## config.mk

```make
export PLATFORM = sky130hd
export DESIGN_NAME = render_top
export DESIGN_NICKNAME = d
export VERILOG_FILES = /design/src/render_pkg.sv /design/src/depth_merge.sv /design/src/edge_coverage.sv /design/src/irq_gen.sv /design/src/raster_scanner.sv /design/src/render_ctrl_regs.sv /design/src/render_top.sv /design/src/zbuf_fetch.sv
export SDC_FILE = /design/constraint.sdc
export NUM_CORES = 2
export LEC_CHECK = 0
export BUFFER_PORTS_ARGS = -buffer_cell sky130_fd_sc_hd__buf_2
export CORE_UTILIZATION = 50
export CTS_CLUSTER_DIAMETER = 200
export DETAILED_ROUTE_END_ITERATION = 8
export GPL_TIMING_DRIVEN = 0
export PLACE_DENSITY = 0.66
export SKIP_LAST_GASP = 1
export SYNTH_ARGS = -nofsm -noshare
export SYNTH_HDL_FRONTEND = slang
export SYNTH_SLANG_ARGS = --single-unit
```

## constraint.sdc

```tcl
create_clock -name aclk -period 9.9 [get_ports aclk]
set_input_delay 2.475 -clock aclk [delete_from_list [all_inputs] [get_ports aclk]]
set_output_delay 2.475 -clock aclk [all_outputs]
set_load 0.01 [all_outputs]
```

## src/render_pkg.sv

```systemverilog
package render_pkg;

    // The screen is 16 by 16, so one coordinate fits in four bits
    localparam int scr_bits = 4;
    localparam int zbuf_depth = 256;

    localparam logic [5:0] reg_ctrl   = 6'h00;
    localparam logic [5:0] reg_status = 6'h04;
    localparam logic [5:0] reg_v0     = 6'h08;
    localparam logic [5:0] reg_v1     = 6'h0C;
    localparam logic [5:0] reg_v2     = 6'h10;
    localparam logic [5:0] reg_color  = 6'h14;

    typedef struct packed {
        logic [7:0]          rsvd_hi;
        logic [7:0]          z;
        logic [3:0]          rsvd_y;
        logic [scr_bits-1:0] y;
        logic [3:0]          rsvd_x;
        logic [scr_bits-1:0] x;
    } vertex_t;

    typedef struct packed {
        logic [29:0] rsvd;
        logic        clear_zbuf;
        logic        start;
    } ctrl_t;

    // One bus write word, seen as a vertex or as a control word by address
    typedef union packed {
        vertex_t vtx;
        ctrl_t   ctrl;
    } reg_word_u;

    typedef struct packed {
        logic [scr_bits-1:0] x0;
        logic [scr_bits-1:0] y0;
        logic [scr_bits-1:0] x1;
        logic [scr_bits-1:0] y1;
        logic [scr_bits-1:0] x2;
        logic [scr_bits-1:0] y2;
        logic [7:0]          tri_z;
        logic [7:0]          color;
    } tri_setup_t;

    // Packed with y on top so the struct doubles as the z-buffer address
    typedef struct packed {
        logic [scr_bits-1:0] y;
        logic [scr_bits-1:0] x;
    } pix_xy_t;

    typedef struct packed {
        logic [7:0]          color;
        logic [scr_bits-1:0] y;
        logic [scr_bits-1:0] x;
    } pix_out_t;

endpackage

```

## src/depth_merge.sv

```systemverilog
`timescale 1ns/1ns

module depth_merge (
    input  logic                   aclk,
    input  logic                   aresetn,
    input  render_pkg::tri_setup_t setup,
    input  logic                   cov_valid,
    input  logic                   cov_hit,
    input  render_pkg::pix_xy_t    cov_xy,
    input  logic                   cov_last,
    input  logic [7:0]             rd_z,
    output logic                   wr_en,
    output render_pkg::pix_xy_t    wr_xy,
    output logic [7:0]             wr_z,
    output logic                   advance,
    output logic                   m_pix_valid,
    input  logic                   m_pix_ready,
    output render_pkg::pix_out_t   m_pix_data,
    output logic                   draw_done,
    output logic [7:0]             pix_count
);

    logic emit;
    logic m_last;
    logic fresh;

    assign advance = !(m_pix_valid && !m_pix_ready);
    assign emit    = cov_valid && cov_hit && (setup.tri_z < rd_z);
    assign wr_en   = advance && emit;
    assign wr_xy   = cov_xy;
    assign wr_z    = setup.tri_z;

    always_ff @(posedge aclk) begin
        if (!aresetn) begin
            m_pix_valid <= 1'b0;
            m_last      <= 1'b0;
            draw_done   <= 1'b0;
            pix_count   <= '0;
            fresh       <= 1'b1;
        end else begin
            // The last item retires either on its handshake or when it is dropped here
            draw_done <= (m_pix_valid && m_pix_ready && m_last)
                      || (advance && cov_valid && cov_last && !emit);
            if (advance) begin
                m_pix_valid <= emit;
                m_last      <= emit && cov_last;
                if (cov_valid) begin
                    pix_count <= (fresh ? 8'd0 : pix_count) + {7'd0, emit};
                    fresh     <= cov_last;
                end
            end
        end
    end

    always_ff @(posedge aclk) begin
        if (advance && emit) begin
            m_pix_data <= '{color: setup.color, y: cov_xy.y, x: cov_xy.x};
        end
    end

endmodule

```

## src/edge_coverage.sv

```systemverilog
`timescale 1ns/1ns

module edge_coverage (
    input  logic                   aclk,
    input  logic                   aresetn,
    input  render_pkg::tri_setup_t setup,
    input  logic                   advance,
    input  logic                   scan_valid,
    input  render_pkg::pix_xy_t    scan_xy,
    input  logic                   scan_last,
    output logic                   cov_valid,
    output logic                   cov_hit,
    output render_pkg::pix_xy_t    cov_xy,
    output logic                   cov_last
);

    logic signed [10:0] e01;
    logic signed [10:0] e12;
    logic signed [10:0] e20;

    // Differences fit in six signed bits and the result in eleven
    function automatic logic signed [10:0] edge_fn(
        input logic [render_pkg::scr_bits-1:0] ax, ay, bx, by, px, py);
        logic signed [render_pkg::scr_bits+1:0] dx_ab;
        logic signed [render_pkg::scr_bits+1:0] dy_ab;
        logic signed [render_pkg::scr_bits+1:0] dx_ap;
        logic signed [render_pkg::scr_bits+1:0] dy_ap;
        dx_ab = $signed({2'b00, bx}) - $signed({2'b00, ax});
        dy_ab = $signed({2'b00, by}) - $signed({2'b00, ay});
        dx_ap = $signed({2'b00, px}) - $signed({2'b00, ax});
        dy_ap = $signed({2'b00, py}) - $signed({2'b00, ay});
        edge_fn = dx_ab * dy_ap - dy_ab * dx_ap;
    endfunction

    assign e01 = edge_fn(setup.x0, setup.y0, setup.x1, setup.y1, scan_xy.x, scan_xy.y);
    assign e12 = edge_fn(setup.x1, setup.y1, setup.x2, setup.y2, scan_xy.x, scan_xy.y);
    assign e20 = edge_fn(setup.x2, setup.y2, setup.x0, setup.y0, scan_xy.x, scan_xy.y);

    always_ff @(posedge aclk) begin
        if (!aresetn) begin
            cov_valid <= 1'b0;
        end else if (advance) begin
            cov_valid <= scan_valid;
        end
    end

    always_ff @(posedge aclk) begin
        if (advance) begin
            cov_hit  <= (e01 >= 0) && (e12 >= 0) && (e20 >= 0);
            cov_xy   <= scan_xy;
            cov_last <= scan_last;
        end
    end

endmodule

```

## src/irq_gen.sv

```systemverilog
`timescale 1ns/1ns

module irq_gen (
    input  logic aclk,
    input  logic aresetn,
    input  logic draw_done,
    output logic irq_req,
    input  logic irq_ack
);

    logic draw_done_q;
    logic irq_trigger;
    logic irq_wait;

    always_ff @(posedge aclk) begin
        if (!aresetn) begin
            draw_done_q <= 1'b0;
            irq_trigger <= 1'b0;
            irq_wait    <= 1'b0;
            irq_req     <= 1'b0;
        end else begin
            draw_done_q <= draw_done;
            irq_trigger <= draw_done && !draw_done_q;
            // Once a request is out, later triggers are dropped until the host acks
            if (!irq_wait && irq_trigger) begin
                irq_wait <= 1'b1;
            end else if (irq_ack) begin
                irq_wait <= 1'b0;
            end
            irq_req <= !irq_wait && irq_trigger;
        end
    end

endmodule

```

## src/raster_scanner.sv

```systemverilog
`timescale 1ns/1ns

module raster_scanner (
    input  logic                   aclk,
    input  logic                   aresetn,
    input  render_pkg::tri_setup_t setup,
    input  logic                   draw_go,
    input  logic                   advance,
    output logic                   scan_valid,
    output render_pkg::pix_xy_t    scan_xy,
    output logic                   scan_last
);

    logic [render_pkg::scr_bits-1:0] x_min;
    logic [render_pkg::scr_bits-1:0] x_max;
    logic [render_pkg::scr_bits-1:0] y_min;
    logic [render_pkg::scr_bits-1:0] y_max;

    function automatic logic [render_pkg::scr_bits-1:0] min3(
        input logic [render_pkg::scr_bits-1:0] a, b, c);
        min3 = a;
        if (b < min3) begin
            min3 = b;
        end
        if (c < min3) begin
            min3 = c;
        end
    endfunction

    function automatic logic [render_pkg::scr_bits-1:0] max3(
        input logic [render_pkg::scr_bits-1:0] a, b, c);
        max3 = a;
        if (b > max3) begin
            max3 = b;
        end
        if (c > max3) begin
            max3 = c;
        end
    endfunction

    // Setup is held stable for the whole draw, so the box needs no registers
    assign x_min = min3(setup.x0, setup.x1, setup.x2);
    assign x_max = max3(setup.x0, setup.x1, setup.x2);
    assign y_min = min3(setup.y0, setup.y1, setup.y2);
    assign y_max = max3(setup.y0, setup.y1, setup.y2);

    assign scan_last = (scan_xy.x == x_max) && (scan_xy.y == y_max);

    always_ff @(posedge aclk) begin
        if (!aresetn) begin
            scan_valid <= 1'b0;
        end else if (draw_go) begin
            scan_valid <= 1'b1;
        end else if (advance && scan_valid && scan_last) begin
            scan_valid <= 1'b0;
        end
    end

    always_ff @(posedge aclk) begin
        if (draw_go) begin
            scan_xy <= '{y: y_min, x: x_min};
        end else if (advance && scan_valid && !scan_last) begin
            if (scan_xy.x == x_max) begin
                scan_xy.x <= x_min;
                scan_xy.y <= scan_xy.y + 1'b1;
            end else begin
                scan_xy.x <= scan_xy.x + 1'b1;
            end
        end
    end

endmodule

```

## src/render_ctrl_regs.sv

```systemverilog
`timescale 1ns/1ns

module render_ctrl_regs (
    input  logic                   aclk,
    input  logic                   aresetn,
    input  logic                   s_axil_awvalid,
    output logic                   s_axil_awready,
    input  logic [5:0]             s_axil_awaddr,
    input  logic                   s_axil_wvalid,
    output logic                   s_axil_wready,
    input  logic [31:0]            s_axil_wdata,
    input  logic [3:0]             s_axil_wstrb,
    output logic                   s_axil_bvalid,
    input  logic                   s_axil_bready,
    output logic [1:0]             s_axil_bresp,
    input  logic                   s_axil_arvalid,
    output logic                   s_axil_arready,
    input  logic [5:0]             s_axil_araddr,
    output logic                   s_axil_rvalid,
    input  logic                   s_axil_rready,
    output logic [31:0]            s_axil_rdata,
    output logic [1:0]             s_axil_rresp,
    output render_pkg::tri_setup_t setup,
    output logic                   draw_go,
    output logic                   clear_go,
    input  logic                   clear_done,
    input  logic                   draw_done,
    input  logic [7:0]             pix_count
);

    typedef enum logic [1:0] {st_idle, st_clear, st_draw} state_t;

    state_t                 state;
    logic                   start_pend;
    logic                   busy;
    logic                   ctrl_wr;
    logic                   launch;
    render_pkg::vertex_t    v0;
    render_pkg::vertex_t    v1;
    render_pkg::vertex_t    v2;
    logic [7:0]             color;
    logic [7:0]             min_z;
    logic [31:0]            old_word;
    logic [31:0]            wmask;
    render_pkg::reg_word_u  wword;

    function automatic render_pkg::vertex_t clean_vtx(input render_pkg::vertex_t v);
        clean_vtx = '0;
        clean_vtx.x = v.x;
        clean_vtx.y = v.y;
        clean_vtx.z = v.z;
    endfunction

    assign s_axil_bresp = 2'b00;
    assign s_axil_rresp = 2'b00;

    // Byte strobes merge the new data into the register's current value
    always_comb begin
        case (s_axil_awaddr)
            render_pkg::reg_v0:    old_word = v0;
            render_pkg::reg_v1:    old_word = v1;
            render_pkg::reg_v2:    old_word = v2;
            render_pkg::reg_color: old_word = {24'd0, color};
            default:               old_word = '0;
        endcase
    end

    assign wmask = {{8{s_axil_wstrb[3]}}, {8{s_axil_wstrb[2]}},
                    {8{s_axil_wstrb[1]}}, {8{s_axil_wstrb[0]}}};
    assign wword = (old_word & ~wmask) | (s_axil_wdata & wmask);

    // The address and data are committed on the cycle awready is high
    always_ff @(posedge aclk) begin
        if (!aresetn) begin
            s_axil_awready <= 1'b0;
            s_axil_wready  <= 1'b0;
            s_axil_bvalid  <= 1'b0;
            s_axil_arready <= 1'b0;
            s_axil_rvalid  <= 1'b0;
        end else begin
            s_axil_awready <= s_axil_awvalid & s_axil_wvalid & ~s_axil_awready & ~s_axil_bvalid;
            s_axil_wready  <= s_axil_awvalid & s_axil_wvalid & ~s_axil_awready & ~s_axil_bvalid;
            s_axil_arready <= s_axil_arvalid & ~s_axil_arready & ~s_axil_rvalid;
            if (s_axil_awready) begin
                s_axil_bvalid <= 1'b1;
            end else if (s_axil_bready) begin
                s_axil_bvalid <= 1'b0;
            end
            if (s_axil_arready) begin
                s_axil_rvalid <= 1'b1;
            end else if (s_axil_rready) begin
                s_axil_rvalid <= 1'b0;
            end
        end
    end

    always_ff @(posedge aclk) begin
        if (s_axil_arready) begin
            case (s_axil_araddr)
                render_pkg::reg_status: s_axil_rdata <= {16'd0, pix_count, 7'd0, busy};
                render_pkg::reg_v0:     s_axil_rdata <= v0;
                render_pkg::reg_v1:     s_axil_rdata <= v1;
                render_pkg::reg_v2:     s_axil_rdata <= v2;
                render_pkg::reg_color:  s_axil_rdata <= {24'd0, color};
                default:                s_axil_rdata <= '0;
            endcase
        end
    end

    always_ff @(posedge aclk) begin
        if (!aresetn) begin
            v0    <= '0;
            v1    <= '0;
            v2    <= '0;
            color <= '0;
        end else if (s_axil_awready) begin
            case (s_axil_awaddr)
                render_pkg::reg_v0:    v0 <= clean_vtx(wword.vtx);
                render_pkg::reg_v1:    v1 <= clean_vtx(wword.vtx);
                render_pkg::reg_v2:    v2 <= clean_vtx(wword.vtx);
                render_pkg::reg_color: color <= wword[7:0];
                default: ;
            endcase
        end
    end

    always_comb begin
        min_z = v0.z;
        if (v1.z < min_z) begin
            min_z = v1.z;
        end
        if (v2.z < min_z) begin
            min_z = v2.z;
        end
    end

    assign ctrl_wr = s_axil_awready && (s_axil_awaddr == render_pkg::reg_ctrl);
    assign launch  = (state == st_idle && ctrl_wr && wword.ctrl.start && !wword.ctrl.clear_zbuf)
                  || (state == st_clear && clear_done && start_pend);

    // Busy drops on the draw_done cycle itself
    assign busy = (state != st_idle) && !draw_done;

    always_ff @(posedge aclk) begin
        if (!aresetn) begin
            state      <= st_idle;
            start_pend <= 1'b0;
            draw_go    <= 1'b0;
            clear_go   <= 1'b0;
        end else begin
            draw_go  <= launch;
            clear_go <= 1'b0;
            case (state)
                st_idle: begin
                    if (ctrl_wr && wword.ctrl.clear_zbuf) begin
                        clear_go   <= 1'b1;
                        start_pend <= wword.ctrl.start;
                        state      <= st_clear;
                    end else if (launch) begin
                        state <= st_draw;
                    end
                end
                st_clear: begin
                    if (clear_done) begin
                        state <= start_pend ? st_draw : st_idle;
                    end
                end
                default: begin
                    if (draw_done) begin
                        state <= st_idle;
                    end
                end
            endcase
        end
    end

    always_ff @(posedge aclk) begin
        if (launch) begin
            setup <= '{x0: v0.x, y0: v0.y, x1: v1.x, y1: v1.y, x2: v2.x, y2: v2.y,
                       tri_z: min_z, color: color};
        end
    end

endmodule

```

## src/render_top.sv

```systemverilog
`timescale 1ns/1ns

module render_top (
    input  logic                 aclk,
    input  logic                 aresetn,
    input  logic                 s_axil_awvalid,
    output logic                 s_axil_awready,
    input  logic [5:0]           s_axil_awaddr,
    input  logic                 s_axil_wvalid,
    output logic                 s_axil_wready,
    input  logic [31:0]          s_axil_wdata,
    input  logic [3:0]           s_axil_wstrb,
    output logic                 s_axil_bvalid,
    input  logic                 s_axil_bready,
    output logic [1:0]           s_axil_bresp,
    input  logic                 s_axil_arvalid,
    output logic                 s_axil_arready,
    input  logic [5:0]           s_axil_araddr,
    output logic                 s_axil_rvalid,
    input  logic                 s_axil_rready,
    output logic [31:0]          s_axil_rdata,
    output logic [1:0]           s_axil_rresp,
    output logic                 m_pix_valid,
    input  logic                 m_pix_ready,
    output render_pkg::pix_out_t m_pix_data,
    output logic                 irq_req,
    input  logic                 irq_ack
);

    render_pkg::tri_setup_t setup;
    render_pkg::pix_xy_t    scan_xy;
    render_pkg::pix_xy_t    cov_xy;
    render_pkg::pix_xy_t    wr_xy;
    logic                   draw_go;
    logic                   clear_go;
    logic                   clear_done;
    logic                   draw_done;
    logic [7:0]             pix_count;
    logic                   advance;
    logic                   scan_valid;
    logic                   scan_last;
    logic                   cov_valid;
    logic                   cov_hit;
    logic                   cov_last;
    logic                   wr_en;
    logic [7:0]             wr_z;
    logic [7:0]             rd_z;

    render_ctrl_regs u_regs (
        .aclk, .aresetn,
        .s_axil_awvalid, .s_axil_awready, .s_axil_awaddr,
        .s_axil_wvalid, .s_axil_wready, .s_axil_wdata, .s_axil_wstrb,
        .s_axil_bvalid, .s_axil_bready, .s_axil_bresp,
        .s_axil_arvalid, .s_axil_arready, .s_axil_araddr,
        .s_axil_rvalid, .s_axil_rready, .s_axil_rdata, .s_axil_rresp,
        .setup, .draw_go, .clear_go, .clear_done, .draw_done, .pix_count
    );

    raster_scanner u_scan (
        .aclk, .aresetn, .setup, .draw_go, .advance, .scan_valid, .scan_xy, .scan_last
    );

    edge_coverage u_cov (
        .aclk, .aresetn, .setup, .advance, .scan_valid, .scan_xy, .scan_last,
        .cov_valid, .cov_hit, .cov_xy, .cov_last
    );

    zbuf_fetch u_zbuf (
        .aclk, .aresetn, .advance, .scan_xy, .clear_go, .clear_done,
        .wr_en, .wr_xy, .wr_z, .rd_z
    );

    depth_merge u_merge (
        .aclk, .aresetn, .setup, .cov_valid, .cov_hit, .cov_xy, .cov_last, .rd_z,
        .wr_en, .wr_xy, .wr_z, .advance, .m_pix_valid, .m_pix_ready, .m_pix_data,
        .draw_done, .pix_count
    );

    irq_gen u_irq (
        .aclk, .aresetn, .draw_done, .irq_req, .irq_ack
    );

endmodule

```

## src/zbuf_fetch.sv

```systemverilog
`timescale 1ns/1ns

module zbuf_fetch (
    input  logic                aclk,
    input  logic                aresetn,
    input  logic                advance,
    input  render_pkg::pix_xy_t scan_xy,
    input  logic                clear_go,
    output logic                clear_done,
    input  logic                wr_en,
    input  render_pkg::pix_xy_t wr_xy,
    input  logic [7:0]          wr_z,
    output logic [7:0]          rd_z
);

    logic [7:0] mem [render_pkg::zbuf_depth];
    logic       clearing;
    logic [7:0] clr_addr;

    always_ff @(posedge aclk) begin
        if (!aresetn) begin
            clearing   <= 1'b0;
            clr_addr   <= '0;
            clear_done <= 1'b0;
        end else begin
            clear_done <= 1'b0;
            if (clear_go) begin
                clearing <= 1'b1;
                clr_addr <= '0;
            end else if (clearing) begin
                clr_addr <= clr_addr + 1'b1;
                if (clr_addr == 8'hFF) begin
                    clearing   <= 1'b0;
                    clear_done <= 1'b1;
                end
            end
        end
    end

    // Clearing never overlaps a draw, so the two writers do not collide
    always_ff @(posedge aclk) begin
        if (clearing) begin
            mem[clr_addr] <= 8'hFF;
        end else if (wr_en) begin
            mem[wr_xy] <= wr_z;
        end
    end

    always_ff @(posedge aclk) begin
        if (advance) begin
            rd_z <= mem[scan_xy];
        end
    end

endmodule
```

### After elaboration in Yosys (flattened, before gate mapping)

Memory sizes are Yosys's and may differ from the RTL's. A register that Yosys moved wholly into a read port is not among the register bits.
Cells that the tools add are included.

| cells by class | value |
|---|---|
| add/subtract/negate cells | 19 |
| $mul | 6 |
| magnitude comparators | 14 |
| equality and inequality tests | 15 |
| mux-type cells | 44 |
| bitwise operators | 16 |
| reductions and logical operators | 59 |

Operators with widths:

| kind | number |
|---|---|
| $pmux W24 S5 | 1 |
| $pmux W24 S4 | 1 |
| $mul A5 B5 Y10 | 6 |
| $sub A4 B4 Y5 | 12 |
| $mux W8 | 7 |
| $and A24 B24 Y24 | 2 |
| $mux W4 | 10 |
| $ge A11 B1 Y1 const B | 3 |
| $sub A11 B11 Y11 | 3 |
| $logic_and A1 B1 Y1 | 26 |
| $eq A6 B4 Y1 const B | 4 |
| $eq A6 B5 Y1 const B | 4 |
| $lt A8 B8 Y1 | 3 |
| $not A24 Y24 | 1 |
| $or A24 B24 Y24 | 1 |
| $mux W1 | 19 |
| $gt A4 B4 Y1 | 4 |
| $lt A4 B4 Y1 | 4 |
| $reduce_and A2 Y1 | 8 |
| $reduce_bool A2 Y1 | 7 |
| $mux W2 | 5 |
| $logic_not A1 Y1 | 9 |
| $add A4 B1 Y4 const B | 2 |
| $add A8 B1 Y8 | 1 |
| 18 further kinds | 30 |

| word-level totals | value |
|---|---|
| bits in registers | 199 |
| bits in writable memories | 2048 |
| input port bits | 57 |
| output and inout port bits | 59 |
| logic and storage cells | 224 |
| memories | 1 |

Memory list:

| name | words | bits a word | rd ports | clocked after Yosys merged registers in | write ports | RTL line | text |
|---|---|---|---|---|---|---|---|
| u_zbuf.mem | 256 | 8 | 1 | 1 | 1 | zbuf_fetch.sv:16 | `logic [7:0] mem [render_pkg::zbuf_depth];` |

### Logic depth before layout (Yosys ltp)

| depth | value |
|---|---|
| depth in word-level cells | 10 |
| mapped depth | 33 |
| mapped depth without buffers | 29 |

### By module

From an unflattened synthesis, not the netlist that was laid out.

| second synthesis, totals | value |
|---|---|
| cells, all modules | 5627 |
| area, all modules | 97516.0 um^2 |

Modules (own cells, without submodules):

| module | times used | cells an instance | area an instance (um^2) | sequential area each (um^2) |
|---|---|---|---|---|
| zbuf_fetch | 1 | 3918 | 80579.8 | 61939.4 |
| edge_coverage | 1 | 841 | 7951.4 | 320.3 |
| render_ctrl_regs | 1 | 544 | 5849.4 | 3223.1 |
| raster_scanner | 1 | 183 | 1625.3 | 260.2 |
| depth_merge | 1 | 131 | 1386.3 | 720.7 |
| irq_gen | 1 | 10 | 123.9 | 80.1 |

### Worst setup path after synthesis

OpenSTA, ideal clock, no wires.

| path | value |
|---|---|
| kind | input to register |
| from | input m_pix_ready |
| to | memory u_zbuf.mem[0][0], data pin |
| setup time | 831 ps |
| arrival time | 6371 ps |
| required time | 9069 ps |
| path slack | 2698 ps |
| cell stages on the path | 5 |
| path through | nor2b_1 > or3_1 > buf_2 > clkbuf_1 > or3_1 |

| between the ends | value |
|---|---|
| word-level cells in the longest chain between the ends | 9 |

Ends and longest elaborated chain:

| what | RTL line | text |
|---|---|---|
| start, declared | render_top.sv:24 | `input logic m_pix_ready,` |
| $logic_not A1 Y1 | depth_merge.sv:27 | `assign advance = !(m_pix_valid && !m_pix_ready);` |
| $logic_and A1 B1 Y1 | depth_merge.sv:27 |  |
| $logic_not A1 Y1 | depth_merge.sv:27 |  |
| $logic_and A1 B1 Y1 | depth_merge.sv:29 | `assign wr_en = advance && emit;` |
| $mux W1 | zbuf_fetch.sv:44 | `end else if (wr_en) begin` |
| $mux W1 | zbuf_fetch.sv:42 | `if (clearing) begin` |
| $mux W1 (not written as such) | zbuf_fetch.sv:45 | `mem[wr_xy] <= wr_z;` |
| $reduce_or A8 Y1 (no source line) | -- |  |
| $mux W8 (no source line) | -- |  |
| end, declared | zbuf_fetch.sv:16 |  |

No other way between the ends.

### Final worst setup path

| path | value |
|---|---|
| from | register, netlist name u_scan.scan_xy[0] |
| to | register u_cov.cov_hit, data pin |

| between the ends | value |
|---|---|
| word-level cells in the longest chain between the ends | 6 |
| elaborated cells on any way between the ends | 14 |
| those cells by class | add/sub: 6; mul: 3; order compare: 3; reduce/logical: 2 |

Ends and longest elaborated chain:

| what | RTL line | text |
|---|---|---|
| $sub A4 B4 Y5 | edge_coverage.sv:30 | `dx_ap = $signed({2'b00, px}) - $signed({2'b00, ax});` |
| $mul A5 B5 Y10 | edge_coverage.sv:32 | `edge_fn = dx_ab * dy_ap - dy_ab * dx_ap;` |
| $sub A11 B11 Y11 | edge_coverage.sv:32 |  |
| $ge A11 B1 Y1 | edge_coverage.sv:49 | `cov_hit <= (e01 >= 0) && (e12 >= 0) && (e20 >= 0);` |
| $logic_and A1 B1 Y1 | edge_coverage.sv:49 |  |
| $logic_and A1 B1 Y1 (*) | edge_coverage.sv:49 |  |
| end signal, assigned | edge_coverage.sv:49 |  |
| end, declared | edge_coverage.sv:12 | `output logic cov_hit,` |

Every way passes the cells marked *; elsewhere a longest branch is shown, timed or not.
A chain may end at the register's enable or synchronous reset.

==> results.cfg <==
[run_status]
status = complete, but fails checks
violations = max-capacitance violations, max-slew violations

[flow_run]
drv_cap = 1

[synthesis]
synth_cell_types = 72
ys_top_cells_by_area = edfxtp_1, mux4_2, ha_1, fa_1, dfxtp_1
synth_ff_type = edfxtp_1
synthesis.area_um2 = 96400
synth_warnings = 0
synth_top_area_cell = edfxtp_1
synthArstFlopShare_pct = 0
synth_top_area_share_pct = 67.1
postSynthAreaPerCell_um2 = 18.7
synth-seq-cells = 2247
synth.most_common_cell = edfxtp_1
yosysSeqAreaShare_pct = 69.0
syn_inst = 5156
synthTopCellsByCount = edfxtp_1, mux4_2, nor2_1, inv_1, ha_1
synth_edf_count = 2154

[floorplan]
die_x_um = 441
start_util_pct = 50.5
die_h_um = 441
core_um2 = 191000
die_area_um2 = 195000
ioPinCount = 116
rows = 160

[placement]
place.gp.congestion = 0.987
dp.cells = 7802
port_buffers = 87
dp_hpwl_mm = 171

[cells_and_area]
drive_above_1_share_pct = 22.4
num-fill-cells = 14300
final_nets = 5895
syn_to_final_growth_pct = 11.9
final_core_util_pct = 56.6
final_cells = 8203
multi_input_area_um2 = 28000
layout.area.seq_um2 = 66500

[power]
irDropWorstVdd_v = 0.000157
power.leakage_uw = 0.0318
p_per_area_nw_per_um2 = 169
power_uw = 18200

[clocking]
cts_resized = 0
cts.clk_slew.worst_paths_ps = 60
cts_buffers = 213
cts_tree = done
clkSinkCount = 2247
h-tree-depth = 4
clkLatencyLatePin_ps = 880
hold_buffers = 0
postCtsSetupBuffers = 0
cts_buffer_depth = 3
cts_root_buf = clkbuf_16

[timing]
fmax_mhz = 123
worst_hold_slack_ps = 387
hold_violations = 0
rsz0062_at_grt = no
slew_headroom_pct = -3.69
fin_crit_sh_pct = 82.4
worst_pin_slew_ps = 1560
skew_ps = 62.8
setup_viol = 0
fin_crit_ps = 8160
finalMaxSlewViolations = 11

[route]
vias = 51300
drc = 0
firstDrtPassIters = 9
drtAntennaViolNets = 0
vias_per_cell = 6.25
wl_per_cell_um = 30.2
first_iter_violations = 6094
routed_wl_mm = 248

[setup_path]
cp.arrival_ps = 8750
slowest_stage = edfxtp_1
worstPathRequired_ps = 10490
critical_path_peak_fanout = 10
critPathBufInv = 8
cp-startpoint = u_scan.scan_xy[0]
worstSetupPathType = register to register
rr_startpoint = u_scan.scan_xy[0]
endpoint_kind = register
cp-start-kind = register
critPathMaxStageDelay_ps = 700
path_delay_family = adder cells

[global_routing]
grt_max_degree = 98
overflow = 0
grt_antenna_before_repair = 8
grt_pass1_wl_mm = 357
grt_usage_pct = 25.8
grt_pass1_vias = 50300

[hold_path]
hold_path_class = register to register
hold_start = u_irq.draw_done_q
[power by group]
group	switching, µW	internal, µW	total [µW]	leakage (µW)
Sequential	4.94	10300	10300	0.0164
Clock	3550	4330	7870	0.00325
Combinational	57.3	34.7	92.0	0.0121
Total	3610	14600	18200	0.0318
[final cells by class]
cell class                      instances  share of cell area, %
Inverter                              266                  0.925
Tap cell                             2511                   2.91
Clock inverter                        115                  0.900
Multi-Input combinational cell       2384                   26.0
Sequential cell                      2247                   61.7
Timing Repair Buffer                  132                   1.21
Antenna cell                            3                0.00696
Clock buffer                          275                   5.25
Buffer                                270                   1.16
[flip-flops by register name (all words and copies together) (netlist names), 2 cells and up]
name,count
u_merge.pix_count,8
u_zbuf.clr_addr,8
u_regs.setup,40
u_cov.cov_xy,8
u_merge.m_pix_data,16
u_zbuf.rd_z,8
u_regs.v1,16
u_regs.s_axil_rdata,24
u_scan.scan_xy,8
u_regs.v0,16
u_zbuf.mem,2048
u_regs.state,2
u_regs.v2,16
u_regs.color,8
[cells in the final DEF, fill, tap and decap left out, drive strengths merged, types with 20 or more instances in the layout]
| cell | count |
|---|---|
| o21a | 20 |
| a22oi | 25 |
| xor2 | 26 |
| o22ai | 36 |
| inv | 273 |
| nor3 | 128 |
| dfxtp | 93 |
| a21o | 55 |
| nand3 | 55 |
| nor2b | 31 |
| clkinv | 92 |
| buf | 256 |
| edfxtp | 2154 |
| fa | 114 |
| a21oi | 129 |
| and2 | 24 |
| nand2 | 146 |
| mux2i | 59 |
| mux4 | 632 |
| nor2 | 336 |
| a222oi | 29 |
| ha | 210 |
| xnor2 | 76 |
| clkbuf | 421 |
[cells by family after synthesis]
kind of cell	Yosys count	share of synthesized area, %
buffers and inverters	536	2.32
flip-flops	2247	69.0
adder cells (fa/ha/maj)	324	5.09
AND/OR/NAND/NOR	817	4.02
multiplexers	703	15.5
XOR/XNOR	102	0.927
other	1	0.00389
AO/OA/AOI/OAI	426	3.06
[worst register-to-register path, delay by kind of cell, from the launching register on]
family	cells	cell delay [ps]
buffers and inverters	8	2020
DFF	1	700
and+or+nand+nor	4	810
xor gates and xnor gates	2	530
AOI/OAI and AO/OA	8	1490
adders and majority gates	6	2370
[worst paths after layout]
kind                                          end  slack, ps  cells after the start
worst max-delay path                u_cov.cov_hit       1740                     28
worst min-delay path            u_irq.irq_trigger        390                      1
worst max register to register      u_cov.cov_hit       1740                     28
worst min register to register  u_irq.irq_trigger        390                      1
[per-layer routing]
| layer | vias up | routed length [µm] | part of all wire (%) | track usage [%] |
|---|---|---|---|---|
| met2 | 2509 | 114000 | 46 | 39.0 |
| li1 | 21300 | - | - | - |
| met1 | 27000 | 102000 | 41 | 37.5 |
| met4 | 10 | 7280 | 2.9 | 7.57 |
| met5 | - | 68 | 0.027 | 0 |
| met3 | 389 | 24700 | 9.9 | 5.87 |
[stage by stage]
| step | setup TNS [ps] | area, µm² | setup slack, ps |
|---|---|---|---|
| 6_report | 0 | 108000 | 1740 |
| 5_1_grt | 0 | 108000 | 1300 |
| 4_1_cts | 0 | 108000 | 1610 |
| 3_5_place_dp | 0 | 101000 | 1640 |
| 3_3_place_gp | -3476220 | 100000 | -1960 |
| 2_1_floorplan | 0 | 96400 | 2700 |
No activity file was read; power rests on OpenSTA's default activity.
